$ cat src/design/arcade_pkg.sv
// Shared types for the ROM download and program-fetch subsystem.
// Word addresses are 14 bits wide, so byte addresses up to 15 bits fit.
// Word data carries the download byte in both lanes, and the byte enables
// pick the lane that is written.

package arcade_pkg;

	// one byte from the download stream
	typedef struct packed {
		logic [15:0] addr;
		logic [7:0]  data;
	} dl_byte_t;

	// word write into the ROM store
	typedef struct packed {
		logic        we;
		logic [13:0] addr;
		logic [15:0] data;
		logic [1:0]  be;   // bit 0 low lane, bit 1 high lane
	} rom_wr_t;

	// word read from the ROM store
	typedef struct packed {
		logic        rd;
		logic [13:0] addr;
	} rom_rd_t;

	// board clock enables
	typedef struct packed {
		logic ce_12;
		logic ce_6p;
		logic ce_6n;
		logic ce_1p79;
	} ce_bus_t;

	typedef enum logic {ST_IDLE = 1'b0, ST_LOADING = 1'b1} load_state_e;

	typedef enum logic {STG_EMPTY = 1'b0, STG_BUSY = 1'b1} fetch_stage_e;

endpackage
$ cat src/design/ce_gen.sv
// Clock-enable generator for the board.
// ce_12 is high every second cycle; ce_6p and ce_6n are one cycle in four,
// on different phases. ce_1p79 is one cycle in CE179_DIV (at least 2).
// All enables are registered and low during reset.

`timescale 1ns/1ps

module ce_gen import arcade_pkg::*; #(
	parameter int CE179_DIV = 14
) (
	input  logic    clk_sys,
	input  logic    arst_n,
	output ce_bus_t ce
);

	localparam int DIV_W = $clog2(CE179_DIV);

	logic [1:0]       phase;
	logic [DIV_W-1:0] div179;

	// ========================================================================
	// 12 / 6 MHz phases
	// ========================================================================

	always_ff @(posedge clk_sys or negedge arst_n) begin
		if (!arst_n) begin
			phase      <= 2'd0;
			ce.ce_12   <= 1'b0;
			ce.ce_6p   <= 1'b0;
			ce.ce_6n   <= 1'b0;
		end else begin
			phase      <= phase + 2'd1;
			ce.ce_12   <= phase[0];
			// the two 6 MHz phases sit half a period apart
			ce.ce_6p   <= phase[0] & ~phase[1];
			ce.ce_6n   <= phase[0] & phase[1];
		end
	end

	// ========================================================================
	// 1.79 MHz enable
	// ========================================================================

	always_ff @(posedge clk_sys or negedge arst_n) begin
		if (!arst_n) begin
			div179     <= DIV_W'(CE179_DIV - 1);
			ce.ce_1p79 <= 1'b0;
		end else if (div179 == '0) begin
			// reload and fire
			div179     <= DIV_W'(CE179_DIV - 1);
			ce.ce_1p79 <= 1'b1;
		end else begin
			div179     <= div179 - DIV_W'(1);
			ce.ce_1p79 <= 1'b0;
		end
	end

endmodule

$ cat config.mk
export PLATFORM = sky130hd
export DESIGN_NAME = ce_gen
export DESIGN_NICKNAME = d
export VERILOG_FILES = /design/src/design/arcade_pkg.sv /design/src/design/ce_gen.sv
export SDC_FILE = /design/constraint.sdc
export NUM_CORES = 1
export LEC_CHECK = 0
export ABC_AREA = 1
export BUFFER_PORTS_ARGS = -buffer_cell sky130_fd_sc_hd__buf_4
export CORE_AREA = 2 2 39 41
export DETAILED_ROUTE_END_ITERATION = 7
export DIE_AREA = 0 0 41 43
export GPL_ROUTABILITY_DRIVEN = 0
export PLACE_DENSITY = 0.46
export SETUP_SLACK_MARGIN = 0.3
export SLEW_MARGIN = 20
export SYNTH_ARGS = -nofsm -noshare
export SYNTH_HDL_FRONTEND = slang
export SYNTH_SLANG_ARGS = --single-unit
$ cat constraint.sdc
create_clock -name clk_sys -period 0.8 [get_ports clk_sys]
set_input_delay 0.24 -clock clk_sys [delete_from_list [all_inputs] [get_ports clk_sys]]
set_output_delay 0.24 -clock clk_sys [all_outputs]
set_load 0.01 [all_outputs]
# Word level (Yosys, flattened, before mapping)
# Index checks and enable logic that the tools add are counted.
dict set report op_classes {
  n_reduce_logical 1
  bitwise 3
  addsub 2
  muxes 2
}
# operator count
set ops {}
lappend ops {{zero test 4 bit} 1}
lappend ops {{2-to-1 mux 4 bit} 1}
lappend ops {{subtractor 4 x 1 -> 4 bit (second input constant)} 1}
lappend ops {{adder 2 x 1 -> 2 bit (second input constant)} 1}
lappend ops {{bitwise AND 1 bit} 2}
lappend ops {{2-to-1 mux 1 bit} 1}
lappend ops {{NOT 1 bit} 1}
dict set report totals {
  reg_bits 10
}

# Longest topological paths before layout
dict set report logic_depth {
  word_depth 2
  ltp_mapped 4
  mapped_depth_nobuf 4
}

# Least setup slack after synthesis
# Ideal clock, no wire load.
dict set report synth_path {
  kind {reg-to-reg}
  start {register div179[0]}
  end {register div179[1]}
  required_ns 0.677
  synth_period_minus_slack_ns 0.807
  setup_time_ns 0.123
  stages_incl_launch_ff 4
  t_arrival_ns 0.684
  n_path_buf 0
  setup_slack_ns -0.007
  cell_sequence {dfstp_2 -> nor2_2 -> o21ai_0 -> nand2_1}
}
dict set report synth_between {
  elab_chain_cells 2
  word_cells_on_any_way 3
  cone_classes {add/sub (1); mux (1); reduce/logical (1)}
}
# item line_no
set synth_lines {}
lappend synth_lines {{from (decl)} ce_gen.sv:19} ;# logic [DIV_W-1:0] div179;
lappend synth_lines {{from (signal assigned)} ce_gen.sv:46} ;# div179 <= DIV_W'(CE179_DIV - 1);
lappend synth_lines {{from (signal assigned)} ce_gen.sv:50} ;# div179 <= DIV_W'(CE179_DIV - 1);
lappend synth_lines {{from (signal assigned)} ce_gen.sv:53} ;# div179 <= div179 - DIV_W'(1);
lappend synth_lines {{subtractor 4 x 1 -> 4 bit / zero test 4 bit (equally long branches)} {ce_gen.sv:53, ce_gen.sv:48}}
lappend synth_lines {{2-to-1 mux 4 bit (*)} ce_gen.sv:48} ;# end else if (div179 == '0) begin
# Mark *: on every way between the ends. The rest lies on a longest branch, timed or not.

# Worst setup path in the final report
dict set report layout_path {
  start {register ce[3] (netlist bit)}
  end {output ce[3] (netlist bit)}
}
# item line_no
set layout_lines {}
lappend layout_lines {{from (decl)} ce_gen.sv:13} ;# output ce_bus_t ce
# No word-level cell between the ends.

==> reports/metrics.cfg <==
[critical_path]
crit_family = flip-flops
crit_chain = buf_6
timing.critical_path.buf_inv = 1
r2r-end = div179[3]
cp.required_ps = 560
critical_path_class = reg2out
slowest_stage = dfrtp_1
r2r-start = div179[0]
endpoint_kind = output pin
slowest_delay_ps = 380
rr_worst_depth = 4
critPathLaunchType = register
crit_arrival_ps = 750
r2r_slack_ps = -70
crit_fanout = 1

[synthesis]
synthCells = 29
synth_nets = 33
yosysTopAreaCell = dfrtp_1
synthArstFlopShare_pct = 100
synth_commonest_cells = 7 x dfrtp_1, 7 x nand2_1, 6 x inv_1, 3 x dfstp_2
avgSynthCellArea_um2 = 12.0
ys_seq_area_share_pct = 73.0
yosysWarningCount = 0
ys.flop_type = dfrtp_1
syn-cell-area_um2 = 348
ys_types = 8
yosysTopAreaCellShare_pct = 50.4
synth_area_leaders = dfrtp_1 50%, dfstp_2 23%, nand2_1 7.6%
ys_seq_elements = 10
synth_edf_count = 0

[sta]
fmax_mhz = 1010
max_slew.worst_pin.slew_ps = 187
rsz0062_at_grt = true
hold_viol_final = 10
maxSlewViolCount = 0
fin_crit_ps = 994
holdWs_ps = -204
skew_ps = 1.84
setup_violations = 10
min_period_over_period_pct = 124
relSlewSlack_pct = 87.4
setup_tns_ps = -999
layout_setup_ws_ps = -194

[power]
peakVddDrop_v = 0.000679
p_leak_nw = 0.267
power.total_mw = 0.961
powerDensity_nw_per_um2 = 1800

[run]
maxCapViolCount = 0

[cts]
numCtsBuffers = 3
root_buffer = clkbuf_4
cts.reportedPaths.clkPinSlew_ps = 70
clock-sinks = 10
clk_path_buf_depth = 2
cts_max_level = 1
cts_tree = done
worstSkewPairLatency_ps = 260

[outcome]
violations = negative hold slack, negative setup slack
status = finished with violations

[route]
drt-total-wl_um = 572
vias = 220
dr.pass1.iters = 2
avgRoutedWirePerCell_um = 10.0
drt-initial-drc-count = 1
drt.antenna.violating_nets = 0
via_per_inst = 3.86
drc = 0

[finish]
final-seq-area_um2 = 254
fin_area_um2 = 533
multiInputGateArea_um2 = 118
fillers = 148
area_delta_synth_final_pct = 53.2
fin_cells = 57
antenna_cells = 0
drive_gt1_share_pct = 68.3
nets = 46
utilization_pct = 38.5

[floorplanning]
core_area_um2 = 1380
start_util_pct = 25.1
dieArea_um2 = 1760
num_io_pins = 6
die_h_um = 43
die_w_um = 41
rows = 14

[placement]
io_buffers = 5
placed_area_um2 = 415
placedCellCount = 51
dp_slack_ps = -52.0
dp.final_hpwl_um = 396

[grt]
grt-ovfl-total = 0
grt_antenna_before_repair = 0
grt_max_degree = 11
grt_first_pass_wirelength_um = 986
grt_pass1_vias = 230
grt.total_usage_pct = 8.97

[min_path]
hold_path.class = in2async

how the worst max path moves through the flow:
stage,startpoint,endpoint,slack [ps],cells after the start
floorplan,div179[0],div179[1],-2,3
global placement,div179[0],div179[1],-30,3
detailed placement,div179[0],div179[1],-50,3
CTS,ce[3],ce[3],-210,1
global route,ce[3],ce[3],-220,1
finish,ce[3],ce[3],-190,1
repair_timing:
item                       4_1_cts  5_1_grt
setup buffers                    1        1
pin swaps                        3        5
hold endpoints to repair        10        8
cloned                           0        0
setup endpoints to repair       14       14
resized for setup               16        4
routing by layer:
metal  up-vias  global-route usage (%)  part of all wire [%]
met5         -                       0                     0
met1       105                    9.80                    40
li1        111                       -                     -
met2         4                    13.8                    55
met3         0                    3.14                   4.9
met4         0                    6.00                     0
power breakdown:
part | switching [mW] | internal, mW | total [mW]
logic | 0.00926 | 0.00334 | 0.0126
registers | 0 | 0.506 | 0.506
clock network | 0.167 | 0.276 | 0.442
total | 0.176 | 0.785 | 0.961
cell type report:
cell class	instances	area share, %
Timing Repair Buffer	8	15.5
Sequential cell	10	47.7
Tap cell	16	3.76
Clock buffer	4	6.81
Multi-Input combinational cell	13	22.1
Inverter	6	4.23
cells in the final DEF (no fill, tap or decap), drive strengths merged:
cell type	count
nand2	7
o21ai	2
clkbuf	4
nor2	2
dfrtp	7
ha	2
inv	6
buf	8
dfstp	3
sequential cells by signal, summed over array words and instances (netlist names):
name and count:
div179 4, phase 2, ce 4
cell families after synthesis:
family | share of synthesized area (%)
AND/OR/NAND/NOR | 10.4
flip-flops | 73.0
AO/OA/AOI/OAI | 2.88
adder cells (fa/ha/maj) | 7.19
buffers and inverters | 6.47
(Power assumes the default switching activity.)
