**src/design/arcade_pkg.sv**
```systemverilog
// Shared types for the ROM download and program-fetch subsystem.
// Word addresses are 14 bits wide, so byte addresses up to 15 bits fit.
// Word data carries the download byte in both lanes, and the byte enables
// pick the lane that is written.

package arcade_pkg;

	// one byte from the download stream
	typedef struct packed {
		logic [15:0] addr;
		logic [7:0]  data;
	} dl_byte_t;

	// word write into the ROM store
	typedef struct packed {
		logic        we;
		logic [13:0] addr;
		logic [15:0] data;
		logic [1:0]  be;   // bit 0 low lane, bit 1 high lane
	} rom_wr_t;

	// word read from the ROM store
	typedef struct packed {
		logic        rd;
		logic [13:0] addr;
	} rom_rd_t;

	// board clock enables
	typedef struct packed {
		logic ce_12;
		logic ce_6p;
		logic ce_6n;
		logic ce_1p79;
	} ce_bus_t;

	typedef enum logic {ST_IDLE = 1'b0, ST_LOADING = 1'b1} load_state_e;

	typedef enum logic {STG_EMPTY = 1'b0, STG_BUSY = 1'b1} fetch_stage_e;

endpackage
```
**src/design/rom_fetch.sv**
```systemverilog
// CPU byte-fetch pipeline, fixed latency of 2 cycles.
// A fetch is accepted on any cycle where cpu_rd is high and game_reset is
// low; two fetches may be in flight. There is no back-pressure, so the
// CPU must take every rom_valid. rom_data is only meaningful with rom_valid.

`timescale 1ns/1ps

module rom_fetch import arcade_pkg::*; #(
	parameter int ROM_ADDR_W = 15
) (
	input  logic                  clk_sys,
	input  logic                  arst_n,
	input  logic                  game_reset,
	input  logic                  cpu_rd,
	input  logic [ROM_ADDR_W-1:0] cpu_addr,
	output rom_rd_t               rom_rd,
	input  logic [15:0]           rd_word,
	output logic [7:0]            rom_data,
	output logic                  rom_valid
);

	fetch_stage_e            s1_tag;
	fetch_stage_e            s2_tag;
	logic [ROM_ADDR_W-2:0]   s1_addr;
	logic                    s1_lane;
	logic                    s2_lane;

	// ========================================================================
	// stage 1: accept and issue word read
	// ========================================================================

	always_ff @(posedge clk_sys or negedge arst_n) begin
		if (!arst_n) begin
			s1_tag <= STG_EMPTY;
		end else if (cpu_rd && !game_reset) begin
			s1_tag <= STG_BUSY;
		end else begin
			s1_tag <= STG_EMPTY;
		end
	end

	always_ff @(posedge clk_sys) begin
		s1_addr <= cpu_addr[ROM_ADDR_W-1:1];
		s1_lane <= cpu_addr[0];
	end

	assign rom_rd = '{rd: (s1_tag == STG_BUSY), addr: 14'(s1_addr)};

	// ========================================================================
	// stage 2: lane select while the store returns the word
	// ========================================================================

	always_ff @(posedge clk_sys or negedge arst_n) begin
		if (!arst_n) begin
			s2_tag <= STG_EMPTY;
		end else begin
			s2_tag <= s1_tag;
		end
	end

	always_ff @(posedge clk_sys) begin
		s2_lane <= s1_lane;
	end

	// odd byte address lives in the high lane
	assign rom_data  = s2_lane ? rd_word[15:8] : rd_word[7:0];
	assign rom_valid = (s2_tag == STG_BUSY);

endmodule

```
**config.mk**
```make
export PLATFORM = sky130hd
export DESIGN_NAME = rom_fetch
export DESIGN_NICKNAME = d
export VERILOG_FILES = /design/src/design/arcade_pkg.sv /design/src/design/rom_fetch.sv
export SDC_FILE = /design/constraint.sdc
export NUM_CORES = 1
export LEC_CHECK = 0
export BUFFER_PORTS_ARGS = -buffer_cell sky130_fd_sc_hd__buf_4
export CAP_MARGIN = 20
export CORE_MARGIN = 4
export CORE_UTILIZATION = 31
export CTS_CLUSTER_SIZE = 28
export DETAILED_ROUTE_END_ITERATION = 6
export PLACE_DENSITY = 0.72
export SLEW_MARGIN = 20
export SYNTH_ARGS = -nofsm -noshare
export SYNTH_HDL_FRONTEND = slang
export SYNTH_SLANG_ARGS = --single-unit
```
**constraint.sdc**
```tcl
create_clock -name clk_sys -period 1.12 [get_ports clk_sys]
set_input_delay 0.224 -clock clk_sys [delete_from_list [all_inputs] [get_ports clk_sys]]
set_output_delay 0.224 -clock clk_sys [all_outputs]
set_load 0.1 [all_outputs]
```
=== Yosys cells after proc, flatten, opt, wreduce, memory -nomap -nowiden ===
Index checks and enable logic that the tools add are counted.

* Register bits after elaboration: 18
* Bits in latches: 0
* Bits in writable memories: 0
* Memory bits (read-only): 0
* Bits of input ports: 35
* Output and inout bits: 24
* Logic and storage cells: 9
* Memories kept: 0

* $add $sub $neg: 0
* Multipliers: 0
* Divide/modulo/power cells: 0
* $lt $le $gt $ge: 0
* Eq/ne operators: 0
* Shift-type cells: 0
* Muxes and demuxes: 2
* Bitwise logic cells: 0
* Reduce and logical (&&, ||, !) cells: 2

{| class="wikitable"
|+ Operators by type and width
! operator !! count
|-
| 8-bit two-way mux || 1
|-
| 1-bit logical AND || 1
|-
| 1-bit zero test || 1
|-
| 1-bit two-way mux || 1
|}

=== Depth between registers and ports, before layout ===
* Depth in word-level cells: 3
* Depth in mapped cells: 2

=== Worst setup path after synthesis ===
No wires, ideal clock.

* Kind: reg2out
* Start: register s1_addr[0]
* End: output port rom_rd[0] (netlist name)
* Data arrival time: 0.909 ns
* Required time: 0.896 ns
* Slack: -0.013 ns
* Stages on the path, launching flop included: 1
* Buffers on the path: 0
* Cell sequence: dfxtp_1

{| class="wikitable"
|+ RTL lines
! item !! RTL line !! text
|-
| start: declaration || rom_fetch.sv:24 || <nowiki>logic [ROM_ADDR_W-2:0] s1_addr;</nowiki>
|-
| start signal: assignment || rom_fetch.sv:43 || <nowiki>s1_addr <= cpu_addr[ROM_ADDR_W-1:1];</nowiki>
|-
| end: declaration || rom_fetch.sv:16 || <nowiki>output rom_rd_t rom_rd,</nowiki>
|}

No word-level cell between the ends.

=== Final worst setup path ===
* Start: register s2_lane
* End: output port rom_data[6]

* Longest elaborated chain between the ends: 1

{| class="wikitable"
|+ RTL lines
! item !! RTL line !! text
|-
| start: declaration || rom_fetch.sv:26 || <nowiki>logic s2_lane;</nowiki>
|-
| start signal: assignment || rom_fetch.sv:62 || <nowiki>s2_lane <= s1_lane;</nowiki>
|-
| 8-bit two-way mux || rom_fetch.sv:66 || <nowiki>assign rom_data = s2_lane ? rd_word[15:8] : rd_word[7:0];</nowiki>
|-
| end: declaration || rom_fetch.sv:18 || <nowiki>output logic [7:0] rom_data,</nowiki>
|}

Every way passes these cells.

==> flow_summary_export.csv <==
group,metric,value,unit
clock_network,cts_root_buf,"clkbuf_4",
grt,grt_pass1_vias,517,
synth,synth_mux_area_frac,0.233,
timing,drv_slew,0,
timing,hold_violations,0,
floorplan,core,1540,µm²
critical_path,cp_max_fo,8,
layout,finalInstanceArea,1210,µm²
timing,slew_headroom,0.860,
layout,stdcell_count,107,
routing,first_pass_iters,1,
synth,yosys.area_share.simple,0.0121,
place,dp_slack,-113,ps
synth,synth-adder-area-share,0,
routing,routed-via-count,484,
clock_network,clockBufferDepth,2,
synth,synth_compound_area_frac,0,
critical_path,required,900,ps
critical_path,crit_path_end_kind,"primary output",
critical_path,cp-start-kind,"register",
synth,yosysSeqAreaShare,0.718,
power,ir_drop,0.00130,V
critical_path,crit_type,"reg -> out",
routing,initialDrtViolationCount,0,
clock_network,cts_tree,"yes",
power,power_density,1490,nW/µm²
synth,synth_top_family_by_area,"multiplexers",
synth,postSynthAreaPerCell,17.8,µm²
floorplan,die_y,48.8,µm
floorplan,die_x,48.8,µm
timing,setup_viol,8,
synth,ys_ff_latch,18,
floorplan,dieArea,2380,µm²
grt,grt_max_degree,11,
clock_network,clock-sinks,18,
clock_network,numCtsBuffers,3,
hold_path,hp-class,"in -> reg",
routing,drtAntennaViolNets,0,
synth,synthesis.area,515,µm²
layout,layout.nets,127,
critical_path,arrival,1250,ps
floorplan,rows,14,
hold_path,worstHoldPathCells,1,
routing,drt-total-wl,1.57,mm
clock_network,cts_max_level,1,
synth,yosysWarnings,0,
timing,setup_ws,-352,ps
flow_run,cap_violations,0,
place,dp_cells,102,
grt,overflow,0,
synth,syn_inst,29,
layout,syn_to_final_growth,134,%
synth,syn_nets,64,
grt,antenna_found_initial,0,
status,outcome,"finished, violations left",
timing,worstMarginPinSlew,210,ps
status,violations,"setup timing",
timing,min_period,1470,ps
place,dpl_cell_area,990,µm²
synth,yosysUniqueCellTypes,6,
timing,rsz0062_at_grt,"yes",
place,port_buffers,58,
routing,detail_route.wl_per_cell,14.6,µm
timing,finalClockSkew,0.0405,ps
clock_network,worstSkewPairLatency,280,ps
grt,grt_pass1_wl,2.27,mm
timing,holdWs,32.6,ps
synth,synthXorXnorAreaFrac,0,
layout,antenna_cells,0,
timing,post-route-period-util,1.31,
power,fin_total_pwr,1.80,mW
clock_network,path_clk_slew,90,ps
routing,via_per_inst,4.52,
floorplan,ios,59,
grt,track_usage,0.127,
timing,fmax,679,MHz
critical_path,reg2regPathDepth,0,
layout,drive_above_1_share,0.945,
floorplan,start_util,0.334,
routing,drc,0,
place,gp_congestion,0.755,
power,p_leak,0.601,nW
[cell families (layout without fill, tap and decap cells)]
kind of cell	after synthesis	in the layout
flops	18	18
simple gates	1	1
mux	8	8
buf+inv	2	64
[Yosys cell counts]
master | n | area share
dfxtp_1 | 16 | 0.62
mux2_4 | 8 | 0.23
dfrtp_1 | 2 | 0.097
buf_4 | 1 | 0.015
buf_6 | 1 | 0.022
nor2b_1 | 1 | 0.012
[cells in the final DEF (no fill, tap or decap)]
cell type      netlist  routed
clkbuf_8             0       1
clkbuf_4             0       3
buf_6                1      15
mux2_4               8       8
dlygate4sd3_1        0       1
buf_4                1      34
dfrtp_1              2       2
dfxtp_1             16       1
nor2b_1              1       1
dfxtp_2              0      15
buf_12               0      10
[through the flow]
step	utilization	setup TNS, ps
final	0.782	-2780
after global routing	0.782	-3190
after CTS	0.760	-2860
after detailed placement	0.642	-849
after global placement	0.642	-802
after floorplan	-	0
[worst paths after layout]
| check | slack [ps] | endpoint | from |
|---|---|---|---|
| min reg2reg | 330 | s2_lane | s1_lane |
| min in group asynchronous | 240 | rom_valid | arst_n |
| min | 30 | s1_addr[3] | cpu_addr[4] |
| max in group asynchronous | 790 | s1_tag | arst_n |
| max reg2reg | 580 | rom_valid | s1_tag |
| max | -350 | rom_data[6] | s2_lane |
[repair_timing]
action | CTS | global route
endpoints found under the hold margin | 2 | 0
gates resized for setup | 34 | 9
setup endpoints to repair | 16 | 17
hold buffers | 1 | 0
buffers inserted | 0 | 0
[routing by layer]
metal,track usage,share of wire,vias up
met3,0.113,0.22,2
li1,-,-,218
met1,0.115,0.33,213
met4,0.0538,0.012,0
met2,0.196,0.44,51
met5,0,0,-
[report_power, final]
| part | switching, mW | total [mW] | internal [mW] |
|---|---|---|---|
| clock | 0.183 | 0.381 | 0.198 |
| sequential | 0.0166 | 0.697 | 0.681 |
| combinational | 0.458 | 0.723 | 0.265 |
| total | 0.657 | 1.80 | 1.14 |
[registers in the layout (all words and copies together) (netlist names)]
| register | count |
|---|---|
| s1_addr | 14 |
| s1_tag | 1 |
| s2_lane | 1 |
| rom_valid | 1 |
| s1_lane | 1 |
[worst max-delay path, cell delays in order, from the launching register on]
cell and delay [ps]:
dfxtp_2 350, buf_12 130, mux2_4 320, buf_12 170
[layout make-up]
type | instances | area (µm²)
Sequential cell | 18 | 389
Multi-Input combinational cell | 9 | 126
Tap cell | 16 | 20.0
Timing Repair Buffer | 60 | 634
Clock buffer | 4 | 36.3
Fill cell | 103 | 335
No activity file was read; power rests on OpenSTA's default activity.
