==> config.mk <==
export PLATFORM = sky130hd
export DESIGN_NAME = rom_loader
export DESIGN_NICKNAME = d
export VERILOG_FILES = /design/src/design/arcade_pkg.sv /design/src/design/rom_loader.sv
export SDC_FILE = /design/constraint.sdc
export NUM_CORES = 1
export LEC_CHECK = 0
export BUFFER_PORTS_ARGS = -buffer_cell sky130_fd_sc_hd__buf_2
export CAP_MARGIN = 20
export CORE_ASPECT_RATIO = 0.5
export CORE_MARGIN = 2
export CORE_UTILIZATION = 41
export DETAILED_ROUTE_END_ITERATION = 7
export PLACE_DENSITY = 0.74
export SLEW_MARGIN = 15
export SYNTH_ARGS = -nofsm -noshare
export SYNTH_HDL_FRONTEND = slang
export SYNTH_SLANG_ARGS = --single-unit
export TNS_END_PERCENT = 50
==> constraint.sdc <==
create_clock -name clk_sys -period 0.9 [get_ports clk_sys]
set_input_delay 0.09 -clock clk_sys [delete_from_list [all_inputs] [get_ports clk_sys]]
set_output_delay 0.09 -clock clk_sys [all_outputs]
set_load 0.05 [all_outputs]
==> src/design/arcade_pkg.sv <==
// Shared types for the ROM download and program-fetch subsystem.
// Word addresses are 14 bits wide, so byte addresses up to 15 bits fit.
// Word data carries the download byte in both lanes, and the byte enables
// pick the lane that is written.

package arcade_pkg;

	// one byte from the download stream
	typedef struct packed {
		logic [15:0] addr;
		logic [7:0]  data;
	} dl_byte_t;

	// word write into the ROM store
	typedef struct packed {
		logic        we;
		logic [13:0] addr;
		logic [15:0] data;
		logic [1:0]  be;   // bit 0 low lane, bit 1 high lane
	} rom_wr_t;

	// word read from the ROM store
	typedef struct packed {
		logic        rd;
		logic [13:0] addr;
	} rom_rd_t;

	// board clock enables
	typedef struct packed {
		logic ce_12;
		logic ce_6p;
		logic ce_6n;
		logic ce_1p79;
	} ce_bus_t;

	typedef enum logic {ST_IDLE = 1'b0, ST_LOADING = 1'b1} load_state_e;

	typedef enum logic {STG_EMPTY = 1'b0, STG_BUSY = 1'b1} fetch_stage_e;

endpackage
==> src/design/rom_loader.sv <==
// Download loader. Each rising edge of dl_wr while dl_active is high
// becomes one word write with a single byte lane enabled.
// The write strobe is registered one cycle after the rising dl_wr is
// sampled, so the store writes two edges after that sample.
// Bytes at or above 2**ROM_ADDR_W are dropped. ROM_ADDR_W is 2 to 15.
// game_reset is combinational: high while user_reset or dl_active is high.

`timescale 1ns/1ps

module rom_loader import arcade_pkg::*; #(
	parameter int ROM_ADDR_W = 15
) (
	input  logic     clk_sys,
	input  logic     arst_n,
	input  logic     user_reset,
	input  logic     dl_active,
	input  logic     dl_wr,
	input  dl_byte_t dl_byte,
	output rom_wr_t  rom_wr,
	output logic     game_reset,
	output logic     download_done
);

	localparam logic [16:0] ROM_BYTES = 17'(1) << ROM_ADDR_W;

	load_state_e state;
	logic        wr_q;
	logic        wr_qq;
	dl_byte_t    byte_q;
	logic        wr_rise;
	logic        in_range;

	logic        wr_stb;
	logic [13:0] wr_addr;
	logic [15:0] wr_data;
	logic [1:0]  wr_be;

	// ========================================================================
	// input sampling and edge detect
	// ========================================================================

	always_ff @(posedge clk_sys or negedge arst_n) begin
		if (!arst_n) begin
			wr_q  <= 1'b0;
			wr_qq <= 1'b0;
		end else begin
			wr_q  <= dl_wr;
			wr_qq <= wr_q;
		end
	end

	// held stable by the host while dl_wr is high
	always_ff @(posedge clk_sys) begin
		byte_q <= dl_byte;
	end

	assign wr_rise  = wr_q & ~wr_qq;
	assign in_range = {1'b0, byte_q.addr} < ROM_BYTES;

	// ========================================================================
	// download state and done pulse
	// ========================================================================

	always_ff @(posedge clk_sys or negedge arst_n) begin
		if (!arst_n) begin
			state         <= ST_IDLE;
			download_done <= 1'b0;
		end else begin
			download_done <= 1'b0;
			case (state)
				ST_IDLE: if (dl_active) state <= ST_LOADING;
				ST_LOADING: begin
					if (!dl_active) begin
						state         <= ST_IDLE;
						download_done <= 1'b1;
					end
				end
				default: state <= ST_IDLE;
			endcase
		end
	end

	// ========================================================================
	// word write
	// ========================================================================

	always_ff @(posedge clk_sys or negedge arst_n) begin
		if (!arst_n) begin
			wr_stb <= 1'b0;
		end else begin
			wr_stb <= wr_rise & in_range & (state == ST_LOADING);
		end
	end

	// byte goes to both lanes, address bit 0 picks the enabled one
	always_ff @(posedge clk_sys) begin
		wr_addr <= 14'(byte_q.addr[ROM_ADDR_W-1:1]);
		wr_data <= {byte_q.data, byte_q.data};
		wr_be   <= {byte_q.addr[0], ~byte_q.addr[0]};
	end

	assign rom_wr     = '{we: wr_stb, addr: wr_addr, data: wr_data, be: wr_be};
	assign game_reset = user_reset | dl_active;

endmodule

[After elaboration in Yosys (flattened, before gate mapping)]
Cells that the tools add are included.
W data, S select, Z words.
Word-level totals
  bits in read-only memories: 0
  latch bits: 0
  register bits after elaboration: 61
  bits in writable memories: 0
  input bits: 29
  memories kept: 0
  word-level logic and storage cells: 20
Cells by class
  multipliers: 0
  equal/unequal tests: 0
  multiplexer cells: 3
  reductions and logical operators: 0
  bitwise logic cells: 6
  shift operators: 0
  $lt $le $gt $ge: 1
  divide/modulo/power cells: 0
  $add $sub $neg: 0
Operators by type and width (number)
  $lt A16 B16 Y1 const B: 1
  $and A1 B1 Y1: 3
  $mux W1: 3
  $not A1 Y1: 2
  $or A1 B1 Y1: 1

[Depth between registers and ports, before layout]
Gate-level depths: netlist of run 1.
  depth in word-level cells: 4
  mapped depth: 1
  gate-level depth less buffers: 1

[Worst setup path after synthesis of run 1]
Ideal clock, no wire load.
  kind: register to output
  start point: register wr_data[8]
  end point: output port rom_wr[10] in the netlist's numbering
  path buffers: 1
  arrival time: 0.894 ns
  setup slack: -0.084 ns
  stages on the path, launching flop included: 2
  path through: dfxtp_1 -> buf_4
RTL lines
  start: declaration: RTL line rom_loader.sv:35  | logic [15:0] wr_data;
  start signal: assignment: RTL line rom_loader.sv:98  | wr_data <= {byte_q.data, byte_q.data};
  end: declaration: RTL line rom_loader.sv:19  | output rom_wr_t rom_wr,
No word-level cell between the ends.

[Worst setup path after layout of run 1]
  start point: register download_done
  end point: output port download_done
RTL lines
  start: declaration: RTL line rom_loader.sv:21  | output logic download_done
  start signal: assignment: RTL line rom_loader.sv:67  | download_done <= 1'b0;
  start signal: assignment: RTL line rom_loader.sv:69  | download_done <= 1'b0;
  start signal: assignment: RTL line rom_loader.sv:75  | download_done <= 1'b1;
No word-level cell between the ends.

==> results.sh, run 1 <==
export IMPL_final_cell_mix="29 x buf_2, 27 x dlygate4sd3_1, 24 x dfxtp_1, 21 x dfxtp_2, 18 x buf_8"
export IMPL_finClkSkew_ns=0.00250
export IMPL_synth_area_um2=1180
export IMPL_firstDrtPassIters=3
export IMPL_antenna_cells=0
export IMPL_max_cap_violations=0
export IMPL_cp_arrival_ns=0.84
export IMPL_area_growth_pct=81.9
export IMPL_num_rows=13
export IMPL_vias=785
export IMPL_drive_gt1_share_pct=61.3
export IMPL_cp_start_kind="flop"
export IMPL_setup_viol=14
export IMPL_p_int_uw=3330
export IMPL_cts_tree="yes"
export IMPL_io_pins=64
export IMPL_path_delay_family="flip-flops"
export IMPL_yosysUniqueCellTypes=7
export IMPL_rsz0062_at_grt="true"
export IMPL_wire_per_inst_um=15.2
export IMPL_worstSetupPathType="flop to primary output"
export IMPL_dp_cells=157
export IMPL_powerDensity_nw_per_um2=2090
export IMPL_ant_nets=0
export IMPL_worst_slack_ns=-0.0327
export IMPL_final_nets=183
export IMPL_core_area_um2=2670
export IMPL_hold_class="input pin to asynchronous set/reset pin"
export IMPL_die_area_um2=3360
export IMPL_outcome="finished, violations left"
export IMPL_fin_cells=192
export IMPL_max_freq_ghz=1.07
export IMPL_synth_seq_area_share_pct=91.9
export IMPL_io_buffers=63
export IMPL_antenna_found_initial=0
export IMPL_die_x_um=79.9
export IMPL_syn_avg_cell_area_um2=17.9
export IMPL_violations="setup timing"
export IMPL_fp_dieH_um=42.0
export IMPL_required_ns=0.81
export IMPL_totalWireLength_um=2920
export IMPL_irDropWorstVdd_v=0.00157
export IMPL_yosys_warnings=0
export IMPL_crit_chain="buf_6"
export IMPL_grt_pass1_wl_um=4020
export IMPL_initial_core_util_pct=44.3
export IMPL_dp_slack_ns=0.172
export IMPL_clk_latency_ns=0.30
export IMPL_fin_crit_sh_pct=104
export IMPL_layout_commonest_cell="buf_2"
export IMPL_cts_path_max_buffers=2
export IMPL_comb_power_share_pct=15.0
export IMPL_ys_seq_elements=53
export IMPL_crit_fanout=1
export IMPL_worst_path_buf_inv=1
export IMPL_hold_viol=0
export IMPL_cts_num_sinks=53
export IMPL_initialDrtViolationCount=13
export IMPL_power_uw=4500
export IMPL_numCtsBuffers=5
export IMPL_tightestPinTransition_ns=0.255
export IMPL_pwr_share_clk_pct=28.5
export IMPL_cts_setup_buffers=0
export IMPL_layout_min_cycle_time_ns=0.933
export IMPL_syn_inst=66
export IMPL_power_leakage_uw=0.000979
export IMPL_place_hpwl_um=1450
export IMPL_finalMaxSlewViolations=0
export IMPL_power_frac_seq_pct=56.5
export IMPL_htreeDepth=2
export IMPL_grt_pass1_vias=802
export IMPL_cp_slowest_cell="dfrtp_1"
export IMPL_cts_root_buf="clkbuf_8"
export IMPL_syn_num_nets=95
export IMPL_cp_end_kind="primary output"
export IMPL_grt_ovfl_total=0
export IMPL_gp_congestion=0.682
export IMPL_route_detailed_drc=0
export IMPL_grt_max_degree=17
export IMPL_vias_per_cell=4.09
export IMPL_path_clk_slew_ns=0.09
export IMPL_max_stage_delay_ns=0.39
export IMPL_p_sw_share_pct=25.9
export IMPL_maxSlewHeadroom_pct=83.1
export IMPL_power_switching_uw=1170
export IMPL_grt_use_total_pct=17.4
stage by stage:
| step | TNS (ns) | util [%] | hold WS [ns] | instance area (µm²) |
|---|---|---|---|---|
| 6_report | -0.207 | 80.6 | 0.142 | 2150 |
| 4_1_cts | -0.183 | 76.5 | 0.125 | 2040 |
| 3_3_place_gp | 0 | 55.5 | -0.0953 | 1480 |
| 5_1_grt | -0.860 | 80.6 | 0.142 | 2150 |
| 2_1_floorplan | -0.337 | - | -0.206 | 1190 |
| 3_5_place_dp | 0 | 55.5 | -0.0917 | 1480 |
routing by layer:
layer	vias up	part of all wire (%)	track usage, %	wire, µm
li1	366	-	-	-
met1	389	39	18.9	1150
met2	20	54	29.7	1570
met3	10	3.6	6.68	104
met4	0	3.1	9.49	90
met5	-	0	0	0
state kept, by name, indices dropped and copies added, names as in the netlist:
register       flops
byte_q            24
wr_addr           14
wr_data            8
wr_be              2
download_done      1
state              1
wr_q               1
wr_qq              1
wr_stb             1
kinds of logic (layout without fill, tap and decap cells):
| family | after synthesis | in the layout | share of synthesized area, % |
|---|---|---|---|
| buffers and inverters | 10 | 99 | 6.03 |
| flip-flops | 53 | 53 | 91.9 |
| AND/OR/NAND/NOR | 3 | 3 | 2.12 |
cells in the mapped netlist:
master    instances  share of area [%]
and4bb_2          1                1.1
buf_4             9                5.7
dfrtp_1           5                 11
dfxtp_1          48                 81
inv_1             1               0.32
nor2b_1           1               0.53
or2_1             1               0.53
final timing paths:
kind	startpoint	end	slack, ns	cells past startpoint
setup / recovery	download_done	download_done	-0.03	1
min in group clk_sys	byte_q[1]	wr_data[9]	0.33	0
setup reg to reg	wr_qq	wr_stb	0.16	1
hold reg to reg	byte_q[1]	wr_data[9]	0.33	0
max in group asynchronous	arst_n	wr_qq	0.62	2
hold / removal	arst_n	wr_stb	0.14	2
power by group through the flow:
stage               registers, µW  clock network (µW)  logic [µW]
finish                       2540                1280         676
global route                 2550                1420         692
CTS                          2530                1290         622
detailed placement           2560                   0         443
global placement             2550                   0         438
floorplan                    2770                   0         115
repair_timing:
action	4_1_cts	5_1_grt
endpoints found under the hold margin	32	0
endpoints found under the setup margin	34	34
hold buffers	27	0
gates resized for setup	70	39
final cells by class:
| cell class | instances | area, µm² |
|---|---|---|
| Fill cell | 134 | 517 |
| Timing Repair Buffer | 90 | 866 |
| Tap cell | 37 | 46.3 |
| Sequential cell | 53 | 1120 |
| Multi-Input combinational cell | 3 | 25.0 |
| Inverter | 1 | 3.75 |
| Clock inverter | 2 | 13.8 |
| Clock buffer | 6 | 72.6 |
(Power assumes the default switching activity.)
==> run 2: changes to the inputs <==
Settings changed: MAX_ROUTING_LAYER set to met4.
==> run 2 against run 1 <==
Die area did not move; the flow still finishes with violations (setup timing); hold slack got worse by 0.00070 ns; clock skew barely moved; cell area did not move; via count fell by 0.25%; wire length rose by 0.17%; core utilization did not move; combinational power barely moved; highest routed layer unchanged; largest power group unchanged.
==> results.sh, run 2 (synthesis results as in run 1) <==
export IMPL_final_cell_area_um2=2150
export IMPL_rr_endpoint="wr_stb"
export IMPL_rr_worst_depth=1
export IMPL_worstSetupPathType="flop to primary output"
export IMPL_place_hpwl_um=1450
export IMPL_worst_path_buf_inv=1
export IMPL_dp_cells=157
export IMPL_area_growth_pct=81.9
export IMPL_post_route_util_pct=80.6
export IMPL_tightestPinTransition_ns=0.255
export IMPL_maxSlewHeadroom_pct=83.1
export IMPL_cts_path_max_buffers=2
export IMPL_numCtsBuffers=5
export IMPL_layout_commonest_cell="buf_2"
export IMPL_initial_core_util_pct=44.3
export IMPL_grt_ovfl_total=0
export IMPL_largest_register_ffs=24
export IMPL_violations="setup timing"
export IMPL_firstDrtPassIters=3
export IMPL_cp_arrival_ns=0.84
export IMPL_cts_num_sinks=53
export IMPL_max_freq_ghz=1.07
export IMPL_path_delay_family="flip-flops"
export IMPL_cp_end_kind="primary output"
export IMPL_route_detailed_drc=0
export IMPL_final_nets=183
export IMPL_io_buffers=63
export IMPL_grt_use_total_pct=17.9
export IMPL_reg_largest_list="byte_q x24, wr_addr x14, wr_data x8"
export IMPL_die_x_um=79.9
export IMPL_r2r_slack_ns=0.16
export IMPL_antenna_cells=0
export IMPL_cts_tree="yes"
export IMPL_hold_class="input pin to asynchronous set/reset pin"
export IMPL_hold_viol=0
export IMPL_power_leakage_uw=0.000979
export IMPL_cp_start_kind="flop"
export IMPL_dp_slack_ns=0.172
export IMPL_hold_ws_ns=0.142
export IMPL_worst_slack_ns=-0.0334
export IMPL_num_rows=13
export IMPL_io_pins=64
export IMPL_critical_path_cell_count=1
export IMPL_setup_viol=14
export IMPL_die_area_um2=3360
export IMPL_finClkSkew_ns=0.00274
export IMPL_drive_gt1_share_pct=61.3
export IMPL_antenna_found_initial=0
export IMPL_path_clk_slew_ns=0.09
export IMPL_fin_cells=192
export IMPL_totalWireLength_um=2920
export IMPL_core_area_um2=2670
export IMPL_r2r_start="wr_qq"
export IMPL_grt_max_degree=17
export IMPL_grt_pass1_vias=807
export IMPL_cts_root_buf="clkbuf_8"
export IMPL_cts_setup_buffers=0
export IMPL_rsz0062_at_grt="true"
export IMPL_max_cap_violations=0
export IMPL_vias_per_cell=4.08
export IMPL_grt_pass1_wl_um=4020
export IMPL_powerDensity_nw_per_um2=2090
export IMPL_place_area_um2=1480
export IMPL_crit_fanout=1
export IMPL_ant_nets=0
export IMPL_layout_min_cycle_time_ns=0.933
export IMPL_clk_latency_ns=0.30
export IMPL_gp_congestion=0.689
export IMPL_fp_dieH_um=42.0
export IMPL_fin_crit_sh_pct=104
export IMPL_regMostFlops="byte_q"
export IMPL_max_stage_delay_ns=0.39
export IMPL_required_ns=0.81
export IMPL_wire_per_inst_um=15.2
export IMPL_htreeDepth=2
export IMPL_outcome="finished, violations left"
export IMPL_finalMaxSlewViolations=0
export IMPL_initialDrtViolationCount=13
export IMPL_final_cell_mix="29 x buf_2, 27 x dlygate4sd3_1, 24 x dfxtp_1, 21 x dfxtp_2, 18 x buf_8"
export IMPL_irDropWorstVdd_v=0.00157
export IMPL_cp_slowest_cell="dfrtp_1"
export IMPL_vias=783
export IMPL_crit_chain="buf_6"
run 2: cell counts in the layout (fill, tap and decap cells not counted):
Identical to the previous run, type by type.
run 2: layout make-up:
class / instances / area [µm²]
Inverter: 1 / 3.75
Fill cell: 134 / 517
Timing Repair Buffer: 90 / 866
Clock buffer: 6 / 72.6
Multi-Input combinational cell: 3 / 25.0
Tap cell: 37 / 46.3
Clock inverter: 2 / 13.8
Sequential cell: 53 / 1120
run 2: worst max-delay path by stage:
stage	startpoint	to	slack, ns
after global placement	dl_active	game_reset	0.20
after floorplan	wr_data[4]	rom_wr[14]	-0.08
final	download_done	download_done	-0.03
after CTS	download_done	download_done	-0.03
after detailed placement	dl_active	game_reset	0.17
after global routing	download_done	download_done	-0.07
run 2: what timing repair did:
action / CTS / global route
resized for setup: 70 / 39
hold endpoints to repair: 32 / 0
setup endpoints to repair: 34 / 34
gates cloned: 0 / 0
hold buffers: 27 / 0
run 2: report_power, final:
group / switching, µW / internal, µW / leakage, µW
combinational: 371 / 304 / 0.000470
sequential: 64.4 / 2480 / 0.000468
clock: 734 / 551 / 0.0000417
total: 1170 / 3330 / 0.000979
run 2: metal layers:
| metal | vias to the layer above | wire [µm] | part of all wire [%] | global-route usage, % |
|---|---|---|---|---|
| li1 | 366 | - | - | - |
| met1 | 387 | 1150 | 39 | 18.9 |
| met2 | 20 | 1570 | 54 | 29.7 |
| met3 | 10 | 104 | 3.6 | 6.68 |
| met4 | 0 | 92 | 3.1 | 9.49 |
| met5 | - | 0 | 0 | - |
run 2: per-stage QoR:
step                setup TNS, ns  power [µW]
floorplan                  -0.337        2880
global placement                0        2990
detailed placement              0        3010
CTS                        -0.183        4440
global route               -0.854        4670
finish                     -0.217        4500
==> run 3: changes to the inputs <==
Settings changed: BUFFER_PORTS_ARGS -buffer_cell sky130_fd_sc_hd__buf_2 to -buffer_cell sky130_fd_sc_hd__clkbuf_2.
==> run 3 against run 2 <==
The run still ends with setup timing left; register-to-register slack about the same; non-clock buffer count unchanged; sequential power about the same; cell area increased by 3.3%; final cell count shrank 0.52%; maximum frequency is 0.40% lower; global-route usage rose by 1.0 points; first-iteration DRC count is the same; hold slack lost 0.017 ns; count of clock-buffer cells in the layout decreased by 1; core utilization rose by 2.6 points; critical path type unchanged; largest cell class unchanged.
==> results.sh, run 3 (synthesis results as in run 1) <==
export IMPL_wire_per_inst_um=15.3
export IMPL_initial_core_util_pct=44.3
export IMPL_cp_start_kind="flop"
export IMPL_final_cell_mix="29 x clkbuf_2, 27 x dlygate4sd3_1, 25 x buf_8, 24 x dfxtp_1, 22 x dfxtp_2"
export IMPL_critical_path_cell_count=1
export IMPL_required_ns=0.81
export IMPL_powerDensity_nw_per_um2=2140
export IMPL_route_detailed_drc=0
export IMPL_power_uw=4760
export IMPL_setup_viol=14
export IMPL_layout_min_cycle_time_ns=0.937
export IMPL_hold_class="input pin to asynchronous set/reset pin"
export IMPL_place_area_um2=1480
export IMPL_ant_nets=0
export IMPL_gp_congestion=0.698
export IMPL_max_cap_violations=0
export IMPL_path_clk_slew_ns=0.08
export IMPL_r2r_slack_ns=0.16
export IMPL_die_area_um2=3360
export IMPL_worst_path_buf_inv=1
export IMPL_htreeDepth=2
export IMPL_vias=756
export IMPL_max_stage_delay_ns=0.40
export IMPL_clk_latency_ns=0.30
export IMPL_finClkSkew_ns=0.00282
export IMPL_rr_worst_depth=1
export IMPL_antenna_cells=0
export IMPL_crit_fanout=1
export IMPL_crit_chain="buf_8"
export IMPL_grt_pass1_wl_um=4290
export IMPL_io_pins=64
export IMPL_cp_slowest_cell="dfrtp_1"
export IMPL_power_switching_uw=1150
export IMPL_grt_max_degree=16
export IMPL_max_freq_ghz=1.07
export IMPL_fin_cells=191
export IMPL_numCtsBuffers=5
export IMPL_grt_use_total_pct=19.0
export IMPL_outcome="finished, violations left"
export IMPL_cp_endpoint="download_done"
export IMPL_totalWireLength_um=2920
export IMPL_grt_pass1_vias=790
export IMPL_num_rows=13
export IMPL_rr_endpoint="wr_stb"
export IMPL_final_nets=183
export IMPL_comb_power_share_pct=14.6
export IMPL_cts_num_sinks=53
export IMPL_r2r_start="state"
export IMPL_regMostFlops="byte_q"
export IMPL_reg_largest_list="byte_q x24, wr_addr x14, wr_data x8"
export IMPL_violations="setup timing"
export IMPL_layout_commonest_cell="clkbuf_2"
export IMPL_grt_ovfl_total=0
export IMPL_dp_cells=157
export IMPL_fp_dieH_um=42.0
export IMPL_tightestPinTransition_ns=0.275
export IMPL_maxSlewHeadroom_pct=81.8
export IMPL_power_frac_seq_pct=53.6
export IMPL_vias_per_cell=3.96
export IMPL_firstDrtPassIters=4
export IMPL_power_leakage_uw=0.00102
export IMPL_p_sw_share_pct=24.1
export IMPL_area_growth_pct=87.8
export IMPL_drive_gt1_share_pct=61.7
export IMPL_cp_arrival_ns=0.85
export IMPL_largest_register_ffs=24
export IMPL_p_int_uw=3610
export IMPL_io_buffers=63
export IMPL_cts_path_max_buffers=2
export IMPL_worst_slack_ns=-0.0371
export IMPL_antenna_found_initial=0
export IMPL_rsz0062_at_grt="true"
export IMPL_cts_setup_buffers=0
export IMPL_initialDrtViolationCount=13
export IMPL_core_area_um2=2670
export IMPL_worstSetupPathType="flop to primary output"
export IMPL_die_x_um=79.9
export IMPL_pwr_share_clk_pct=31.8
export IMPL_finalMaxSlewViolations=0
export IMPL_place_hpwl_um=1370
export IMPL_cts_tree="yes"
export IMPL_cts_root_buf="clkbuf_8"
export IMPL_fin_crit_sh_pct=104
export IMPL_irDropWorstVdd_v=0.00150
export IMPL_path_delay_family="flip-flops"
export IMPL_cp_end_kind="primary output"
export IMPL_nFillCells=118
export IMPL_cp_startpoint="download_done"
export IMPL_final_cell_area_um2=2220
export IMPL_hold_viol=0
==> run 3: worst min path at each step <==
stage               slack [ns]  cells after the start            end
floorplan                -0.21                      0  download_done
global placement         -0.09                      1          state
detailed placement       -0.09                      1          state
CTS                       0.13                      2          state
global route              0.14                      2  download_done
finish                    0.12                      2          state
==> run 3: metal layers <==
metal | global-route usage (%) | wire length (µm)
met5 | - | 0
met4 | 9.83 | 61
met3 | 5.60 | 71
met2 | 32.0 | 1610
met1 | 20.4 | 1180
==> run 3: what timing repair did <==
action                                  4_1_cts  5_1_grt
resized for setup                            81       37
hold endpoints to repair                     32        0
endpoints found under the setup margin       34       34
hold buffers                                 27        0
==> run 3: power by group through the flow <==
stage                     combinational [µW]  sequential, µW  clock (µW)
after detailed placement                 440            2560           0
after global routing                     715            2560        1650
after floorplan                          115            2770           0
after global placement                   435            2560           0
after CTS                                654            2530        1520
final                                    697            2550        1510
==> run 3: through the flow <==
stage                     util [%]  worst slack (ns)  hold WS, ns  TNS (ns)
after CTS                     81.3           -0.0481        0.128    -0.409
after global placement        55.5             0.181      -0.0934         0
after floorplan                  -           -0.0843       -0.206    -0.337
final                         83.3           -0.0371        0.125    -0.272
after global routing          83.3           -0.0684        0.139    -0.950
after detailed placement      55.5             0.174      -0.0918         0
==> run 3: cell type report <==
| type | instances | area (µm²) | area share, % |
|---|---|---|---|
| Timing Repair Buffer | 90 | 921 | 41.5 |
| Clock buffer | 5 | 68.8 | 3.10 |
| Sequential cell | 53 | 1120 | 50.5 |
| Tap cell | 37 | 46.3 | 2.08 |
| Clock inverter | 2 | 35.0 | 1.58 |
| Multi-Input combinational cell | 3 | 25.0 | 1.13 |
| Inverter | 1 | 3.75 | 0.169 |
